==> src/common/core_pkg.sv <==
`default_nettype none

package core_pkg;

    // machine word
    localparam int xlen = 32;

    // architectural register file, r0 hardwired to zero
    localparam int nregs = 32;

    typedef logic [xlen-1:0] word_t;
    typedef logic [$clog2(nregs)-1:0] reg_addr_t;

    // third src2 choice, return address offset
    localparam word_t link_offset = 32'd4;

endpackage

`default_nettype wire
==> src/common/pipe_pkg.sv <==
`default_nettype none

package pipe_pkg;

    typedef enum logic [3:0] {
        alu_add  = 4'd0,
        alu_sub  = 4'd1,
        alu_slt  = 4'd2,
        alu_sltu = 4'd3,
        alu_and  = 4'd4,
        alu_or   = 4'd5,
        alu_nor  = 4'd6,
        alu_xor  = 4'd7,
        alu_sll  = 4'd8,
        alu_srl  = 4'd9,
        alu_sra  = 4'd10,
        alu_lui  = 4'd11
    } alu_op_t;

    typedef enum logic {
        src1_rj = 1'b0,
        src1_pc = 1'b1
    } src1_sel_t;

    // 2'b11 is unused
    typedef enum logic [1:0] {
        src2_rk   = 2'd0,
        src2_imm  = 2'd1,
        src2_link = 2'd2
    } src2_sel_t;

    // decoded operation as handed to an issue lane
    typedef struct packed {
        logic                valid;
        logic                wb_en;
        alu_op_t             op;
        src1_sel_t           src1_sel;
        src2_sel_t           src2_sel;
        core_pkg::reg_addr_t rd;
        core_pkg::reg_addr_t rj;
        core_pkg::reg_addr_t rk;
        core_pkg::word_t     imm;
        core_pkg::word_t     pc;
    } issue_op_t;

    // operation plus its register values, REG-EXE0 onwards
    typedef struct packed {
        issue_op_t       iss;
        core_pkg::word_t rrj;
        core_pkg::word_t rrk;
        core_pkg::word_t rrd;
    } exe_op_t;

    // result on its way to the register file
    typedef struct packed {
        logic                valid;
        logic                wb_en;
        core_pkg::reg_addr_t rd;
        core_pkg::word_t     data;
    } wb_t;

endpackage

`default_nettype wire

==> src/logic/operand_forward.sv <==
`timescale 1ns/1ps
`default_nettype none

module operand_forward (
    input  wire pipe_pkg::exe_op_t reg_exe0  [2],
    input  wire pipe_pkg::wb_t     exe0_exe1 [2],
    input  wire pipe_pkg::wb_t     exe1_wb   [2],
    output pipe_pkg::exe_op_t      fwd       [2]
);
    import core_pkg::*;
    import pipe_pkg::*;

    // producers ordered oldest first, the last match wins
    wb_t prod [4];

    assign prod = '{exe1_wb[0], exe1_wb[1], exe0_exe1[0], exe0_exe1[1]};

    function automatic logic hit(wb_t p, reg_addr_t src);
        return p.valid && p.wb_en && (p.rd != '0) && (p.rd == src);
    endfunction

    always_comb begin
        for (int l = 0; l < 2; l++) begin
            fwd[l] = reg_exe0[l];
            for (int p = 0; p < 4; p++) begin
                if (hit(prod[p], reg_exe0[l].iss.rj)) begin
                    fwd[l].rrj = prod[p].data;
                end
                if (hit(prod[p], reg_exe0[l].iss.rk)) begin
                    fwd[l].rrk = prod[p].data;
                end
                if (hit(prod[p], reg_exe0[l].iss.rd)) begin
                    fwd[l].rrd = prod[p].data;
                end
            end
        end
    end

endmodule

`default_nettype wire

==> config.mk <==
export PLATFORM = sky130hd
export DESIGN_NAME = operand_forward
export DESIGN_NICKNAME = d
export VERILOG_FILES = /design/src/common/core_pkg.sv /design/src/common/pipe_pkg.sv /design/src/logic/operand_forward.sv
export SDC_FILE = /design/constraint.sdc
export NUM_CORES = 1
export LEC_CHECK = 0
export ABC_AREA = 1
export BUFFER_PORTS_ARGS = -buffer_cell sky130_fd_sc_hd__buf_2
export CORE_AREA = 2 2 348 350
export DETAILED_ROUTE_END_ITERATION = 7
export DIE_AREA = 0 0 350 352
export GPL_TIMING_DRIVEN = 0
export PLACE_DENSITY = 0.38
export SYNTH_ARGS = -nofsm -noshare
export SYNTH_HDL_FRONTEND = slang
export SYNTH_SLANG_ARGS = --single-unit
==> constraint.sdc <==
create_clock -name vclk -period 2
set_input_delay 0.1 -clock vclk [all_inputs]
set_output_delay 0.1 -clock vclk [all_outputs]
set_load 0.005 [all_outputs]
---- Yosys cells after proc, flatten, opt, wreduce, memory -nomap -nowiden ----
Index checks and enable logic that the tools add are counted.
word-level totals
  bits of input ports ..................... 524
  flip-flop bits (word level) ............. 0
  output and inout bits ................... 368
  word-level logic and storage cells ...... 84
  memories kept ........................... 0
  RAM bits ................................ 0
  latch bits .............................. 0
  ROM bits ................................ 0
operators by class
  $mul .................................... 0
  equal/unequal tests ..................... 24
  $lt $le $gt $ge ......................... 0
  muxes and demuxes ....................... 24
  reduce and logical (&&, ||, !) cells .... 36
  shift-type cells ........................ 0
  add/sub/neg operators ................... 0
  bitwise logic cells ..................... 0
  div/mod/pow operators ................... 0
operator list
  cell                 number
  32-bit 2-to-1 mux    24
  5-bit equality test  24
  1-bit logical AND    32
  5-bit nonzero test   4

---- Logic depth before layout (Yosys ltp) ----
Gate-level depths: netlist (run 1).
  depth after elaboration ................. 7
  mapped depth ............................ 14
  gate-level depth less buffers ........... 12

---- Worst setup path after synthesis (run 1) ----
Ideal clock, no wire load.
  kind .................................... input port to output port
  start point ............................. input port reg_exe0[165] in the netlist's numbering
  end point ............................... output port fwd[65] in the netlist's numbering
  stages .................................. 10
  arrival time ............................ 1237 ps
  setup slack ............................. 663 ps
  cells stage by stage .................... clkbuf_1 xnor2_1 nand2_1 nor2_1 nand3_4 buf_2 o21ai_0 inv_1 nand2_1 nand2_1
RTL lines
  element          RTL line              RTL
  start, declared  operand_forward.sv:5  input wire pipe_pkg::exe_op_t reg_exe0 [2],
  end, declared    operand_forward.sv:8  output pipe_pkg::exe_op_t fwd [2]

==> results_dict.tcl, run 1 <==
set metrics [dict create \
    outcome "finished clean" \
    hold_viol_final 0 \
    leakage_uw 0.0142 \
    cp_num_buf_inv 7 \
    cpPeakStageDelay_ns 0.19 \
    syn_nets 3869 \
    drt-total-wl_mm 139 \
    wl_per_cell_um 24.0 \
    synth_cell_type_count 30 \
    nets 4673 \
    antenna_found_initial 40 \
    max_slew_margin 0.629 \
    synth_compound_area_frac 0.0435 \
    yosysTopAreaCellShare 0.315 \
    via_count 23900 \
    place.gp.congestion 0.888 \
    max_freq_mhz 510 \
    worstMarginPinSlew_ns 0.556 \
    power_uw 4410 \
    synth_area_sq_um 15500 \
    drive_above_1_share 0.318 \
    pre_cts_ws_ns -1.13 \
    start_util 0.130 \
    critPathMostFrequentCell "nand2_1" \
    finalSetupTns_ns 0 \
    core_region_area_sq_um 119000 \
    dp_hpwl_mm 113 \
    period_needed_ns 1.96 \
    maxSlewViolCount 0 \
    grt_start_max_net_pins 13 \
    io_buffers 713 \
    crit_family "buffers and inverters" \
    ys_top_cells_by_count "nand2_1, inv_1, nand3_1" \
    holdCritPathClass "input pin to primary output" \
    die_h_um 352 \
    cts_hold_buf 0 \
    hp-start "reg_exe0[179]" \
    ant_nets 0 \
    viasPerCell 4.14 \
    synth_simple_gate_area_share 0.567 \
    grt_pass1_vias 22500 \
    die_x_um 350 \
    avgSynthCellArea_sq_um 4.64 \
    fill_cells 14300 \
    power_frac_comb 1.000 \
    p_int_uw 1640 \
    power_frac_seq 0 \
    path_max_fanout 10 \
    finalSetupViolCount 0 \
    setup_ws_ns 0.0383 \
    ys.warnings.count 0 \
    syn2layout_area_growth_pct 51.0 \
    first_pass_iters 5 \
    synth_top_family_by_area "simple AND/OR/NAND/NOR gates" \
    period_share 0.981 \
    switching_power_uw 2780 \
    drc 0 \
    end_kind "primary output" \
    synth_top_cell_by_area "nand2_1" \
    cp_slowest_cell "clkbuf_4" \
    crit_path_start_kind "input pin" \
    required_ns 1.90 \
    seqCellArea_sq_um 0 \
    drtIter0Drc 1965 \
    drv_cap 0 \
    swShare 0.629 \
    synth_mux_area_frac 0 \
    seq_area_frac_synth 0 \
    crit_arrival_ns 1.86 \
    yosys.area_share.xor_xnor 0.0553 \
    grt.total_usage 0.212 \
    irDropWorstVdd_v 0.0000817 \
    power_density_nw_per_um2 188 \
    rsz0062_at_grt "yes" \
    synth_most_common_cell "nand2_1" \
    n_clock_buffer 0 \
    dieArea_sq_um 123000 \
    synthTopCellsByArea "nand2_1, nand3_1, inv_1" \
    ios 892 \
    path_cells "clkbuf_4, nor2_4, nand2_1, o21bai_4, buf_6, inv_4, nand4_4, buf_12, buf_8, nand2_1, inv_1, nand2_1, nand2_1, nand2_1, buf_2" \
    design.seq.count 0 \
    min_to "fwd[179]" \
    grt_pass1_wl_mm 182 \
    worstHoldPathCells 2 \
    overflow 0 \
    rows 127 \
    yosys.area_share.adder 0 \
    path_class "input pin to primary output" \
    clkPwrFrac 0 \
    synthCells 3345 \
]
## metrics by stage
step | area [sq um] | instances | util | hold WS (ns)
after floorplan | 15500 | 3345 | - | 0.281
after global placement | 21100 | 5670 | 0.177 | 0.367
after detailed placement | 21100 | 5670 | 0.177 | 0.366
after CTS | 22500 | 5745 | 0.189 | 0.366
after global routing | 23400 | 5764 | 0.196 | 0.368
final | 23400 | 5769 | 0.196 | 0.365
## worst max-delay path by stage
stage                             start  endpoint  cells past startpoint
after detailed placement    exe1_wb[75]  fwd[250]                     11
after global placement      exe1_wb[75]  fwd[250]                     11
final                     exe0_exe1[71]  fwd[270]                     15
after CTS                   exe1_wb[72]  fwd[250]                     14
after floorplan           reg_exe0[165]   fwd[65]                     10
after global routing        exe1_wb[32]  fwd[228]                     14
## logic make-up after synthesis
family	Yosys count
AO/OA/AOI/OAI	132
buffers and inverters	1084
AND/OR/NAND/NOR	2031
XOR/XNOR	98
## layout by cell type, fill, tap and decap left out, types with 6 or more instances in the layout
| master | netlist | routed |
|---|---|---|
| nand2_1 | 1302 | 1286 |
| clkbuf_2 | 15 | 10 |
| diode_2 | 0 | 10 |
| nand3_2 | 5 | 6 |
| nor2_1 | 26 | 12 |
| nand2_2 | 9 | 11 |
| xnor2_2 | 0 | 6 |
| inv_1 | 663 | 659 |
| xnor2_1 | 41 | 35 |
| clkbuf_4 | 0 | 29 |
| inv_2 | 16 | 11 |
| buf_12 | 0 | 43 |
| nand3_1 | 586 | 582 |
| nand4_1 | 66 | 66 |
| buf_4 | 206 | 266 |
| xor2_1 | 57 | 57 |
| nor2_4 | 8 | 28 |
| nor2_2 | 12 | 6 |
| o21ai_1 | 86 | 88 |
| nand3_4 | 5 | 10 |
| nand2_4 | 2 | 12 |
| buf_8 | 0 | 12 |
| o21ai_0 | 42 | 40 |
| buf_2 | 163 | 779 |
| buf_6 | 16 | 60 |
## area by class of cell
class,count,area (sq um),share of cell area
multi-input cells,2263,10800,0.462
repair buffers,807,4840,0.207
plain buffers,395,3120,0.133
inverters,681,2600,0.111
well taps,1612,2020,0.0861
diodes,10,25.0,0.00107
repair inverters,1,6.26,0.000267
## repair_timing
item                                    4_1_cts  5_1_grt
gates resized for setup                     140      197
endpoints found under the setup margin      192      177
cloned                                        4        4
pin swaps                                    31       26
setup buffers                                75       14
## metal layers
layer / track usage / vias up / part of all wire
met5: 0 / - / 0.0012
met4: 0.0422 / 24 / 0.026
met3: 0.0342 / 176 / 0.071
met2: 0.376 / 1073 / 0.49
met1: 0.268 / 11100 / 0.42
li1: - / 11500 / -
## power by group through the flow
| stage | Combinational [uW] | Sequential [uW] | Clock, uW |
|---|---|---|---|
| after floorplan | 1830 | 0 | 0 |
| after global placement | 3990 | 0 | 0 |
| after detailed placement | 4000 | 0 | 0 |
| after CTS | 4280 | 0 | 0 |
| after global routing | 4750 | 0 | 0.000337 |
| final | 4410 | 0 | 0.000618 |
(Power assumes the default switching activity.)
==> run 2: changes to the inputs <==
--- a/config.mk
+++ b/config.mk
@@ -11,7 +11,6 @@
 export DETAILED_ROUTE_END_ITERATION = 7
 export DIE_AREA = 0 0 350 352
 export GPL_TIMING_DRIVEN = 0
-export PLACE_DENSITY = 0.38
 export SYNTH_ARGS = -nofsm -noshare
 export SYNTH_HDL_FRONTEND = slang
 export SYNTH_SLANG_ARGS = --single-unit
==> run 2 against run 1 <==
The run now ends with negative setup slack left. Global-route usage up 1.3 points. Worst setup slack worse by 0.052 ns. Worst hold slack about the same. Highest routed layer unchanged.
==> results_dict.tcl, run 2 (same netlist as run 1, synthesis figures left out) <==
set metrics [dict create \
    ant_nets 0 \
    drv_cap 0 \
    pre_cts_ws_ns -1.31 \
    outcome "complete, but fails checks" \
    grt_start_max_net_pins 13 \
    power_frac_comb 1.000 \
    drt-total-wl_mm 148 \
    dp_cells 5670 \
    seqCellArea_sq_um 0 \
    viasPerCell 4.30 \
    wl_per_cell_um 25.5 \
    p_int_uw 1700 \
    drive_above_1_share 0.330 \
    ios 892 \
    drc 0 \
    cpPeakStageDelay_ns 0.27 \
    dp_hpwl_mm 117 \
    syn2layout_area_growth_pct 54.2 \
    cp_slowest_cell "clkbuf_4" \
    cts_hold_buf 0 \
    path_cells "buf_4, xor2_1, nor2_4, buf_12, buf_4, clkbuf_4, nand4_1, nand3_1, nand2_1, nand2_1, nand2_2, buf_2" \
    start_util 0.130 \
    grt.total_usage 0.225 \
    core_region_area_sq_um 119000 \
    antenna_found_initial 50 \
    design.seq.count 0 \
    irDropWorstVdd_v 0.0000841 \
    failed_checks "negative setup slack" \
    power_density_nw_per_um2 195 \
    final_common_cell "nand2_1" \
    hold_viol_final 0 \
    die_h_um 352 \
    die_x_um 350 \
    io_buffers 713 \
    final_cell_mix "nand2_1, buf_2, inv_1, nand3_1, buf_4" \
    multi_input_area_sq_um 10900 \
    rows 127 \
    max_freq_mhz 496 \
    path_max_fanout 10 \
    via_count 24900 \
    drtIter0Drc 2470 \
    final_cells 5793 \
    path_class "input pin to primary output" \
    crit_arrival_ns 1.91 \
    finalSetupViolCount 1 \
    first_pass_iters 6 \
    place.gp.congestion 0.957 \
    overflow 0 \
    max_slew_margin 0.566 \
    grt_pass1_wl_mm 191 \
    switching_power_uw 2970 \
    period_needed_ns 2.01 \
    period_share 1.01 \
    clkPwrFrac 0 \
    required_ns 1.90 \
    setup_ws_ns -0.0142 \
    power_uw 4670 \
    dieArea_sq_um 123000 \
    power_frac_seq 0 \
    rsz0062_at_grt "yes" \
    crit_path_start_kind "input pin" \
    grt_pass1_vias 23100 \
    maxSlewViolCount 0 \
    final_util 0.201 \
    swShare 0.635 \
    worstMarginPinSlew_ns 0.651 \
    leakage_uw 0.0144 \
    end_kind "primary output" \
    fill_cells 14100 \
    holdCritPathClass "input pin to primary output" \
    nets 4694 \
    n_clock_buffer 0 \
]
-- run 2: power groups by stage --
| stage | logic (uW) | registers (uW) | clock network (uW) |
|---|---|---|---|
| 4_1_cts | 4450 | 0 | 0 |
| 3_3_place_gp | 4060 | 0 | 0 |
| 3_5_place_dp | 4080 | 0 | 0 |
| 2_1_floorplan | 1830 | 0 | 0 |
| 6_report | 4670 | 0 | 0.000687 |
| 5_1_grt | 4950 | 0 | 0.000472 |
-- run 2: path summary, 6_finish.rpt --
| kind | from | end | slack [ns] | depth (start not counted) |
|---|---|---|---|---|
| worst min-delay path | reg_exe0[127] | fwd[127] | 0.37 | 2 |
| worst max-delay path | exe1_wb[74] | fwd[25] | -0.01 | 12 |
-- run 2: timing repair --
item	4_1_cts	5_1_grt
gates resized for setup	196	248
buffers inserted	96	14
cloned	0	7
endpoints found under the setup margin	192	182
pin swaps	35	26
-- run 2: cell type report --
class                      count  share of cell area
timing repair inverter         1            0.000366
inverter                     681               0.109
antenna                       13             0.00136
buffer                       396               0.137
timing repair buffer         828               0.213
tap                         1612              0.0843
multi-input combinational   2262               0.455
-- run 2: layer usage --
layer  track usage  routed length [um]  up-vias
li1              -                   -    11500
met4        0.0776                6530       42
met1         0.289               61000    11500
met2         0.373               67900     1476
met5             0                 276        -
met3        0.0401               12300      314
-- run 2: metrics by stage --
stage / hold slack [ns] / instance area [sq um] / TNS (ns)
6_report: 0.365 / 23900 / -0.0142
3_5_place_dp: 0.366 / 21100 / -179.07
2_1_floorplan: 0.281 / 15500 / 0
3_3_place_gp: 0.367 / 21100 / -182.00
4_1_cts: 0.366 / 22800 / -0.0288
5_1_grt: 0.369 / 23900 / -0.397
-- run 2: worst max-delay path: cells and delay by family --
| family | cells | cell delay (ns) |
|---|---|---|
| xor+xnor | 1 | 0.19 |
| buf+inv | 5 | 0.89 |
| simple gates | 6 | 0.69 |
